### src/hw/vmod_data_pkg.sv
`default_nettype none

package vmod_data_pkg;

  ////////////////////////////////////////
  // Widths
  ////////////////////////////////////////

  // Data and modulus word width
  localparam int DATA_W  = 32;
  // Element count and index width
  localparam int INDEX_W = 16;

  ////////////////////////////////////////
  // Payload structs
  ////////////////////////////////////////

  // One element on its way to the engine
  typedef struct packed {
    logic [DATA_W-1:0] data;
    logic [DATA_W-1:0] modulo;
    logic              last;
  } operand_t;

  // Remainder leaving the engine
  typedef struct packed {
    logic [DATA_W-1:0] rem;
    logic              last;
  } result_t;

endpackage

`default_nettype wire

### src/hw/vmod_ctrl_pkg.sv
`default_nettype none

package vmod_ctrl_pkg;

  ////////////////////////////////////////
  // Sequencer FSM
  ////////////////////////////////////////

  // Idle waits for start, stream takes words
  typedef enum logic [0:0] {
    SEQ_IDLE   = 1'b0,
    SEQ_STREAM = 1'b1
  } seq_state_t;

  ////////////////////////////////////////
  // Engine FSM
  ////////////////////////////////////////

  // Pop, iterate DATA_W steps, emit one pulse
  typedef enum logic [1:0] {
    ENG_IDLE = 2'd0,
    ENG_CALC = 2'd1,
    ENG_EMIT = 2'd2
  } eng_state_t;

endpackage

`default_nettype wire

### src/hw/vector_mod_sequencer.sv
`default_nettype none

module vector_mod_sequencer
  import vmod_data_pkg::*;
  import vmod_ctrl_pkg::*;
(
  input  wire logic               CLK,
  input  wire logic               RST,
  // Job control
  input  wire logic               start,
  input  wire logic [INDEX_W-1:0] size,
  input  wire logic [DATA_W-1:0]  modulo,
  // Input stream
  input  wire logic               in_valid,
  input  wire logic [DATA_W-1:0]  in_data,
  output logic                    in_ready,
  output logic                    busy,
  // FIFO write side
  input  wire logic               full,
  output logic                    push,
  output operand_t                push_data
);

  ////////////////////////////////////////
  // Signals
  ////////////////////////////////////////

  seq_state_t         state_q;
  logic [INDEX_W-1:0] count_q;
  logic [INDEX_W-1:0] size_q;
  logic [DATA_W-1:0]  modulo_q;

  logic start_ok;
  logic last_elem;

  ////////////////////////////////////////
  // Handshake
  ////////////////////////////////////////

  // Only an idle sequencer takes a job, and never an empty one
  assign start_ok = (state_q == SEQ_IDLE) && start && (size != '0);

  assign busy     = (state_q == SEQ_STREAM);
  // Stall the host while the FIFO has no room
  assign in_ready = busy && !full;
  assign push     = in_valid && in_ready;

  // Final element of the vector
  assign last_elem = (count_q == size_q - INDEX_W'(1));

  // Operand goes to the FIFO in the accept cycle
  always_comb begin
    push_data.data   = in_data;
    push_data.modulo = modulo_q;
    push_data.last   = last_elem;
  end

  ////////////////////////////////////////
  // Control FSM
  ////////////////////////////////////////

  always_ff @(posedge CLK or posedge RST) begin
    if (RST) begin
      state_q <= SEQ_IDLE;
      count_q <= '0;
    end else begin
      case (state_q)
        SEQ_IDLE: begin
          if (start_ok) begin
            count_q <= '0;
            state_q <= SEQ_STREAM;
          end
        end
        SEQ_STREAM: begin
          if (push) begin
            count_q <= count_q + INDEX_W'(1);
            // Back to idle once the last word went in
            if (last_elem) begin
              state_q <= SEQ_IDLE;
            end
          end
        end
        default: begin
          state_q <= SEQ_IDLE;
        end
      endcase
    end
  end

  // Job parameters, held for the whole vector
  always_ff @(posedge CLK) begin
    if (start_ok) begin
      size_q   <= size;
      modulo_q <= modulo;
    end
  end

endmodule

`default_nettype wire

### src/hw/operand_fifo.sv
`default_nettype none

module operand_fifo
  import vmod_data_pkg::*;
#(
  parameter int FIFO_DEPTH = 4
) (
  input  wire logic     CLK,
  input  wire logic     RST,
  // Write side
  input  wire logic     push,
  input  operand_t      push_data,
  // Read side
  input  wire logic     pop,
  output operand_t      pop_data,
  // Status
  output logic          full,
  output logic          empty
);

  ////////////////////////////////////////
  // Signals
  ////////////////////////////////////////

  // Address bits, pointers carry one more for wrap
  localparam int AW = $clog2(FIFO_DEPTH);

  operand_t      mem [FIFO_DEPTH];
  logic [AW:0]   wr_ptr_q;
  logic [AW:0]   rd_ptr_q;

  logic          same_addr;
  logic          same_wrap;

  ////////////////////////////////////////
  // Flags
  ////////////////////////////////////////

  assign same_addr = (wr_ptr_q[AW-1:0] == rd_ptr_q[AW-1:0]);
  assign same_wrap = (wr_ptr_q[AW] == rd_ptr_q[AW]);

  // Same slot, same lap means nothing stored
  assign empty = same_addr && same_wrap;
  // Same slot, writer one lap ahead
  assign full  = same_addr && !same_wrap;

  // Head of queue, straight from storage
  assign pop_data = mem[rd_ptr_q[AW-1:0]];

  ////////////////////////////////////////
  // Pointers
  ////////////////////////////////////////

  always_ff @(posedge CLK or posedge RST) begin
    if (RST) begin
      wr_ptr_q <= '0;
      rd_ptr_q <= '0;
    end else begin
      // Producer checks full before pushing
      if (push) begin
        wr_ptr_q <= wr_ptr_q + 1'b1;
      end
      // Consumer checks empty before popping
      if (pop) begin
        rd_ptr_q <= rd_ptr_q + 1'b1;
      end
    end
  end

  // Storage
  always_ff @(posedge CLK) begin
    if (push) begin
      mem[wr_ptr_q[AW-1:0]] <= push_data;
    end
  end

endmodule

`default_nettype wire

### src/hw/scalar_mod_engine.sv
`default_nettype none

module scalar_mod_engine
  import vmod_data_pkg::*;
  import vmod_ctrl_pkg::*;
(
  input  wire logic CLK,
  input  wire logic RST,
  // FIFO read side
  input  wire logic empty,
  input  operand_t  pop_data,
  output logic      pop,
  // Result stream
  output result_t   result,
  output logic      result_valid
);

  ////////////////////////////////////////
  // Signals
  ////////////////////////////////////////

  localparam int STEP_W = $clog2(DATA_W);

  eng_state_t        state_q;
  logic [STEP_W-1:0] step_q;
  logic              last_q;

  // Datapath
  logic [DATA_W-1:0] dividend_q;
  logic [DATA_W-1:0] divisor_q;
  logic [DATA_W-1:0] rem_q;

  logic [DATA_W:0]   shifted;
  logic [DATA_W:0]   diff;
  logic [DATA_W-1:0] next_rem;

  ////////////////////////////////////////
  // Restoring step
  ////////////////////////////////////////

  // Next dividend bit into the partial remainder
  // One extra bit so a full-width modulus cannot overflow
  assign shifted = {rem_q, dividend_q[DATA_W-1]};
  assign diff    = shifted - {1'b0, divisor_q};

  // Subtract only when it fits
  // modulus 0 always "fits" and rem just collects the data bits
  assign next_rem = (shifted >= {1'b0, divisor_q}) ? diff[DATA_W-1:0]
                                                   : shifted[DATA_W-1:0];

  // Take a new operand whenever idle and one is waiting
  assign pop = (state_q == ENG_IDLE) && !empty;

  assign result_valid = (state_q == ENG_EMIT);
  assign result.rem   = rem_q;
  assign result.last  = last_q;

  ////////////////////////////////////////
  // Control FSM
  ////////////////////////////////////////

  always_ff @(posedge CLK or posedge RST) begin
    if (RST) begin
      state_q <= ENG_IDLE;
      step_q  <= '0;
      last_q  <= 1'b0;
    end else begin
      case (state_q)
        ENG_IDLE: begin
          if (pop) begin
            step_q  <= '0;
            last_q  <= pop_data.last;
            state_q <= ENG_CALC;
          end
        end
        ENG_CALC: begin
          step_q <= step_q + STEP_W'(1);
          // Exactly DATA_W iterations
          if (step_q == STEP_W'(DATA_W - 1)) begin
            state_q <= ENG_EMIT;
          end
        end
        ENG_EMIT: begin
          // One-cycle result pulse
          state_q <= ENG_IDLE;
        end
        default: begin
          state_q <= ENG_IDLE;
        end
      endcase
    end
  end

  // Datapath registers
  always_ff @(posedge CLK) begin
    if (pop) begin
      dividend_q <= pop_data.data;
      divisor_q  <= pop_data.modulo;
      rem_q      <= '0;
    end else if (state_q == ENG_CALC) begin
      dividend_q <= dividend_q << 1;
      rem_q      <= next_rem;
    end
  end

endmodule

`default_nettype wire

### src/hw/vector_mod_top.sv
`default_nettype none

module vector_mod_top
  import vmod_data_pkg::*;
#(
  parameter int FIFO_DEPTH = 4
) (
  input  wire logic               CLK,
  input  wire logic               RST,
  // Job control
  input  wire logic               start,
  input  wire logic [INDEX_W-1:0] size,
  input  wire logic [DATA_W-1:0]  modulo,
  // Input stream
  input  wire logic               in_valid,
  input  wire logic [DATA_W-1:0]  in_data,
  output logic                    in_ready,
  output logic                    busy,
  // Output stream, no back-pressure
  output logic                    out_valid,
  output logic [DATA_W-1:0]       out_data,
  output logic                    out_last,
  output logic                    done
);

  ////////////////////////////////////////
  // Internal wires
  ////////////////////////////////////////

  // Sequencer to FIFO
  logic     push;
  operand_t push_data;
  logic     full;

  // FIFO to engine
  logic     pop;
  operand_t pop_data;
  logic     empty;

  // Engine results
  result_t  result;
  logic     result_valid;

  ////////////////////////////////////////
  // Output mapping
  ////////////////////////////////////////

  assign out_valid = result_valid;
  assign out_data  = result.rem;
  assign out_last  = result.last;
  // Final result of a vector
  assign done      = result_valid && result.last;

  // Producer
  vector_mod_sequencer u_seq (
    .CLK       (CLK),
    .RST       (RST),
    .start     (start),
    .size      (size),
    .modulo    (modulo),
    .in_valid  (in_valid),
    .in_data   (in_data),
    .in_ready  (in_ready),
    .busy      (busy),
    .full      (full),
    .push      (push),
    .push_data (push_data)
  );

  // Buffer between input and computation
  operand_fifo #(
    .FIFO_DEPTH (FIFO_DEPTH)
  ) u_fifo (
    .CLK       (CLK),
    .RST       (RST),
    .push      (push),
    .push_data (push_data),
    .pop       (pop),
    .pop_data  (pop_data),
    .full      (full),
    .empty     (empty)
  );

  // Consumer
  scalar_mod_engine u_eng (
    .CLK          (CLK),
    .RST          (RST),
    .empty        (empty),
    .pop_data     (pop_data),
    .pop          (pop),
    .result       (result),
    .result_valid (result_valid)
  );

endmodule

`default_nettype wire

### config.mk
export PLATFORM = sky130hd
export DESIGN_NAME = vector_mod_top
export DESIGN_NICKNAME = d
export VERILOG_FILES = /design/src/hw/vmod_data_pkg.sv /design/src/hw/vmod_ctrl_pkg.sv /design/src/hw/vector_mod_sequencer.sv /design/src/hw/operand_fifo.sv /design/src/hw/scalar_mod_engine.sv /design/src/hw/vector_mod_top.sv
export SDC_FILE = /design/constraint.sdc
export NUM_CORES = 1
export LEC_CHECK = 0
export ABC_CLOCK_PERIOD_IN_PS = 3900
export BUFFER_PORTS_ARGS = -buffer_cell sky130_fd_sc_hd__buf_2
export CORE_MARGIN = 1
export CORE_UTILIZATION = 45
export DETAILED_ROUTE_END_ITERATION = 8
export GPL_ROUTABILITY_DRIVEN = 0
export PLACE_DENSITY = 0.66
export SYNTH_ARGS = -nofsm -noshare
export SYNTH_HDL_FRONTEND = slang
export SYNTH_SLANG_ARGS = --single-unit
### constraint.sdc
create_clock -name CLK -period 3.9 [get_ports CLK]
set_clock_uncertainty 0.1 [all_clocks]
set_input_delay 0.39 -clock CLK [delete_from_list [all_inputs] [get_ports CLK]]
set_output_delay 0.39 -clock CLK [all_outputs]
set_load 0.005 [all_outputs]
Yosys cells after proc, flatten, opt, wreduce, memory -nomap -nowiden --
Memory sizes are Yosys's and may differ from the RTL's. Cells that the tools add are included. W data, S select, Z words.
Storage, ports and cells: register bits after elaboration 175, bits in writable memories 260, bits of input ports 84, output and inout port bits 37, word-level logic and storage cells 67, memories kept 1
Memory list:
- u_fifo.mem | depth 4, bits a word 65, rd ports 1, clocked after Yosys merged registers in 0, write ports 1, RTL line operand_fifo.sv:28 | operand_t mem [FIFO_DEPTH];
Operators by class: $add $sub $neg 6, $lt $le $gt $ge 1, eq/ne operators 10, muxes and demuxes 17, bitwise gates (word level) 1, reduce and logical (&&, ||, !) cells 19
Operators by type and width (count):
- $mux W32 | 3
- $ge A33 B32 Y1 | 1
- $mux W16 | 2
- $pmux W16 S2 | 1
- $sub A32 B32 Y32 | 1
- $add A16 B1 Y16 const B | 1
- $eq A16 B16 Y1 | 1
- $reduce_bool A16 Y1 | 1
- $sub A16 B1 Y16 const B | 1
- $pmux W5 S2 | 1
- $logic_and A1 B1 Y1 | 8
- $reduce_and A2 Y1 | 4
- $add A3 B1 Y3 const B | 2
- $add A5 B1 Y5 const B | 1
- $eq A5 B5 Y1 const B | 1
- $mux W1 | 5
- $mux W5 | 1
- $mux W2 | 2
- $ne A2 B1 Y1 const B | 2
- $ne A2 B2 Y1 const B | 2
- $pmux W2 S2 | 1
- $reduce_bool A2 Y1 | 2
- $logic_not A1 Y1 | 3
- $eq A2 B1 Y1 const B | 1
- 6 further kinds | 6

Logic depth before layout (Yosys ltp) --
depth after elaboration 8, gate-level depth with buffers 12, gate-level depth less buffers 11

Hierarchy --
Synthesis repeated with hierarchy kept, for this count alone.
Unflattened totals: cells, all modules 1224, area, all modules 18715.4 µm²
By module, submodules not included:
- operand_fifo | instances 1, cells each 371, area each 9760.6 µm²
- scalar_mod_engine | instances 1, cells each 611, area each 5915.7 µm²
- vector_mod_sequencer | instances 1, cells each 241, area each 3032.9 µm²
- vector_mod_top | instances 1, cells each 1, area each 6.3 µm²

Worst setup path after synthesis --
No wires, ideal clock.
path kind register to register, start register u_fifo.rd_ptr_q[0], end register u_eng.dividend_q[26] (data pin), arrival time 2889 ps, data required time 3539 ps, path slack 650 ps, cell stages (with the launch flop) 9, path buffers 2, period minus slack after synthesis 3250 ps, cell sequence dfrtp_1 clkbuf_1 xor2_1 or2_2 nor2b_1 or3_1 inv_2 buf_1 mux2_2
On the way: word-level cells in the longest chain between the ends 5, elaborated cells on any way between the ends 6, classes of those cells 1 x eq/ne; 1 x mux; 3 x reduce/logical; 1 x memory
Ends and longest elaborated chain:
- from (decl) | RTL line operand_fifo.sv:30 | logic [AW:0] rd_ptr_q;
- from (signal assigned) | RTL line operand_fifo.sv:65 | rd_ptr_q <= rd_ptr_q + 1'b1;
- $eq A2 B2 Y1 | RTL line operand_fifo.sv:39 | assign same_addr = (wr_ptr_q[AW-1:0] == rd_ptr_q[AW-1:0]);
- $logic_and A1 B1 Y1 | RTL line operand_fifo.sv:43 | assign empty = same_addr && same_wrap;
- $logic_not A1 Y1 | RTL line scalar_mod_engine.sv:52 | assign pop = (state_q == ENG_IDLE) && !empty;
- $logic_and A1 B1 Y1 | RTL line scalar_mod_engine.sv:52
- named net pop | RTL line vector_mod_top.sv:36 | logic pop;
- $mux W32 | RTL line scalar_mod_engine.sv:96 | if (pop) begin
- to (signal assigned) | RTL line scalar_mod_engine.sv:97 | dividend_q <= pop_data.data;
- to (signal assigned) | RTL line scalar_mod_engine.sv:101 | dividend_q <= dividend_q << 1;
- to (decl) | RTL line scalar_mod_engine.sv:29 | logic [DATA_W-1:0] dividend_q;
The timed path passes the listed nets, and every way through them passes these cells. A chain may end at the register's enable or synchronous reset.

Worst setup path after layout --
start register u_eng.divisor_q[1], end register u_eng.rem_q[31]
On the way: word-level cells in the longest chain between the ends 2, elaborated cells on any way between the ends 3, classes of those cells 1 x add/sub; 1 x order compare; 1 x mux
Ends and longest elaborated chain:
- from (decl) | RTL line scalar_mod_engine.sv:30 | logic [DATA_W-1:0] divisor_q;
- from (signal assigned) | RTL line scalar_mod_engine.sv:98 | divisor_q <= pop_data.modulo;
- $sub A32 B32 Y32 / $ge A33 B32 Y1 (equally long branches) | RTL line scalar_mod_engine.sv:44, scalar_mod_engine.sv:48
- $mux W32 * | RTL line scalar_mod_engine.sv:48 | assign next_rem = (shifted >= {1'b0, divisor_q}) ? diff[DATA_W-1:0]
- to (signal assigned) | RTL line scalar_mod_engine.sv:102 | rem_q <= next_rem;
- to (decl) | RTL line scalar_mod_engine.sv:31 | logic [DATA_W-1:0] rem_q;
Mark *: on every way between the ends. The rest lies on a longest branch, timed or not.

==> results_dict.tcl <==
set metrics [dict create \
    crit_path_max_fanout 35 \
    routed_wl_mm 37.59 \
    report.final.slew_viol_count 0 \
    combPwrFrac 0.311 \
    max_freq_mhz 287.9 \
    grt_pass1_vias 10804 \
    vias_per_cell 5.506 \
    layout_common_cells "edfxtp_1 (372), buf_2 (120), dlygate4sd3_1 (81)" \
    status "finished, final reports clean" \
    avgSynthCellArea_um2 15.84 \
    clockBufferDepth 3 \
    root_buffer "clkbuf_16" \
    reg2reg_depth 11 \
    clkSinkCount 435 \
    post-cts-setup-buffer-count 0 \
    worst_pin_slew_ns 1.029 \
    clk_pin_slew_worst_paths_ns 0.06 \
    path_depth 11 \
    num_rows 73 \
    p_leak_nw 7.954 \
    numCtsBuffers 45 \
    ys_async_sr_fraction 0.07126 \
    synth_edf_count 372 \
    fp.dieH_um 204.5 \
    post-dp-hpwl_mm 23.78 \
    fin_nets 1510 \
    critical_path_class "reg2reg" \
    netlist-cell-type-count 70 \
    tns_ns 0 \
    cp_cell_sequence "inv_1 > ha_1 > nor2b_1 > o31a_1 > o21ai_1 > o211ai_1 > a41o_1 > a311oi_4 > buf_4 > nand2b_1 > o21ai_1" \
    crit_start "u_eng.divisor_q[1]" \
    top_layer_used "met4" \
    rsz0062_at_grt "no" \
    multi_input_area_mm2 0.005515 \
    synth_cells 1165 \
    die_area_mm2 0.04182 \
    grt_max_degree 68 \
    critical-path-max-stage-delay_ns 0.42 \
    slew_headroom 0.3142 \
    die-width_um 204.5 \
    start_util 0.4602 \
    power_density_mw_per_mm2 722.0 \
    swShare 0.3113 \
    required_ns 4.23 \
    yosysSeqAreaShare 0.6821 \
    yosys_warnings 0 \
    worst-path-buf-inv 2 \
    internal-power_mw 10.97 \
    regArea_mm2 0.01259 \
    dpl_worst_slack_ns 0.4678 \
    track_usage 0.1824 \
    finalCriticalPeriod_ns 3.474 \
    ant_nets 0 \
    antenna_found_initial 2 \
    core_mm2 0.04010 \
    min_period_over_period 0.8907 \
    p_sw_mw 4.957 \
    drive_gt1_frac 0.2317 \
    grt_pass1_wl_mm 58.57 \
    io_pins 121 \
    end_kind "flip-flop" \
    area_growth_pct 19.53 \
    hold_class "in2reg" \
    r2r_setup_slack_ns 0.43 \
    worst_slack_ns 0.4261 \
    timing.rr.end "u_eng.rem_q[31]" \
    grt_remaining_overflow 0 \
    drtPass1Iterations 5 \
    cpLargestDelayFamily "compound AO/OA/AOI/OAI gates" \
    syn_area_mm2 0.01845 \
    via_count 10721 \
    setup_viol 0 \
    htree_num_levels 2 \
    wl_met1_mm 16.52 \
    hold_viol_final 0 \
    cts_tree "done" \
    synthFlopType "edfxtp_1" \
    start_kind "flip-flop" \
    port_buffers 120 \
    final_common_cell "edfxtp_1" \
    ir_drop_v 0.0004046 \
    cp_data_arrival_time_ns 3.80 \
    wl_per_cell_um 19.30 \
    wl_met3_mm 2.031 \
    drt_iter0_drc 694 \
    maxCapViolCount 0 \
    crit_slowest_cell "edfxtp_1" \
    critPathCapture "u_eng.rem_q[31]" \
    placedCellCount 1781 \
    dr_wl_met2_mm 18.16 \
    p_clk_frac 0.267 \
    fillers 3142 \
    syn-num-nets 1291 \
    clk_latency_ns 0.56 \
    drc 0 \
    ctsHoldBuffers 81 \
    seqPwrFrac 0.422 \
    cts_resized 0 \
    ys_seq_elements 435 \
    fin_cells 1947 \
    r2r_start "u_eng.divisor_q[1]" \
    crit_top_cell "o21ai_1" \
]
worst min-delay path, cell delays in order:
cell,delay (ns)
buf_2,0.12
o311a_1,0.12
buf_4,0.19
xnor2_1,0.14
per-stage QoR:
step           area [µm²]  power, mW  hold WS [ns]    util
2_1_floorplan       18450      10.24        0.3587       -
3_3_place_gp        19790      11.61        0.3721  0.4934
3_5_place_dp        19790      11.73        0.3764  0.4934
4_1_cts             22050      16.09        0.3092  0.5500
5_1_grt             22060      16.82        0.3405  0.5501
6_report            22060      15.93        0.3412  0.5501
cell families after synthesis:
family	share of synthesized area
AOI/OAI and AO/OA	0.06556
xor gates and xnor gates	0.03180
adders and majority gates	0.02888
buffers and inverters	0.02115
DFF	0.6821
muxes	0.1033
and+or+nand+nor	0.06726
cell usage after synthesis (5+ instances only):
| master | instances | area, µm² |
|---|---|---|
| edfxtp_1 | 372 | 11170 |
| nand2_1 | 67 | 251.5 |
| mux4_2 | 65 | 1464 |
| inv_1 | 45 | 168.9 |
| ha_1 | 41 | 513.0 |
| nor2_1 | 38 | 142.6 |
| xnor2_1 | 38 | 332.8 |
| a21oi_1 | 37 | 185.2 |
| clkbuf_1 | 37 | 138.9 |
| nand3_1 | 35 | 175.2 |
| mux2_2 | 33 | 371.6 |
| dfxtp_1 | 32 | 640.6 |
| dfrtp_1 | 31 | 775.7 |
| o21ai_0 | 30 | 150.1 |
| xor2_1 | 29 | 254.0 |
| o21ai_1 | 14 | 70.07 |
| a21o_1 | 13 | 97.59 |
| nand4_1 | 13 | 81.33 |
| o311ai_1 | 13 | 113.9 |
| nor4_1 | 12 | 75.07 |
| and2_1 | 11 | 68.82 |
| nand2b_1 | 11 | 68.82 |
| a32oi_1 | 10 | 87.58 |
| nor2b_1 | 10 | 62.56 |
| and3_1 | 9 | 56.30 |
| buf_1 | 9 | 33.78 |
| nor3_1 | 8 | 40.04 |
| o31ai_1 | 8 | 60.06 |
| mux2i_1 | 7 | 70.07 |
| o211ai_1 | 7 | 52.55 |
| a211oi_1 | 6 | 45.04 |
| a31oi_1 | 5 | 31.28 |
final cells by class:
cell class | count | area share
clock buffer | 59 | 0.05434
tap | 525 | 0.02978
antenna | 2 | 0.0002269
multi-input combinational | 632 | 0.2500
sequential | 435 | 0.5709
clock inverter | 24 | 0.01169
inverter | 46 | 0.007828
timing repair buffer | 224 | 0.07522
flip-flops by register name (all words and copies together) (netlist names):
name              count
u_fifo.mem          260
u_eng.dividend_q     32
u_eng.divisor_q      32
u_eng.rem_q          32
u_seq.modulo_q       32
u_seq.count_q        16
u_seq.size_q         16
u_eng.step_q          5
u_fifo.rd_ptr_q       3
u_fifo.wr_ptr_q       3
u_eng.state_q         2
u_eng.last_q          1
u_seq.busy            1
routing by layer:
layer  track usage  vias to the layer above
li1              -                     4996
met1        0.2428                     5398
met2        0.3005                      263
met5             0                        -
met3       0.03484                       64
met4       0.06157                        0
how the worst min path moves through the flow:
stage | startpoint | to | slack (ns) | depth (start not counted)
after floorplan | u_seq.modulo_q[9] | u_fifo.mem[0][10] | 0.36 | 0
after global placement | u_seq.modulo_q[22] | u_fifo.mem[2][23] | 0.37 | 0
after detailed placement | u_seq.modulo_q[16] | u_fifo.mem[1][17] | 0.38 | 0
after CTS | in_valid | u_fifo.wr_ptr_q[0] | 0.31 | 4
after global routing | in_valid | u_fifo.wr_ptr_q[0] | 0.34 | 4
final | in_valid | u_fifo.wr_ptr_q[0] | 0.34 | 4
power groups by stage:
stage          combinational, mW  clock, mW  sequential, mW
2_1_floorplan               3.54          0            6.70
3_3_place_gp                4.84          0            6.77
3_5_place_dp                4.90          0            6.82
4_1_cts                     4.99       4.37            6.73
5_1_grt                     5.46       4.53            6.83
6_report                    4.95       4.25            6.73
(Power assumes the default switching activity.)
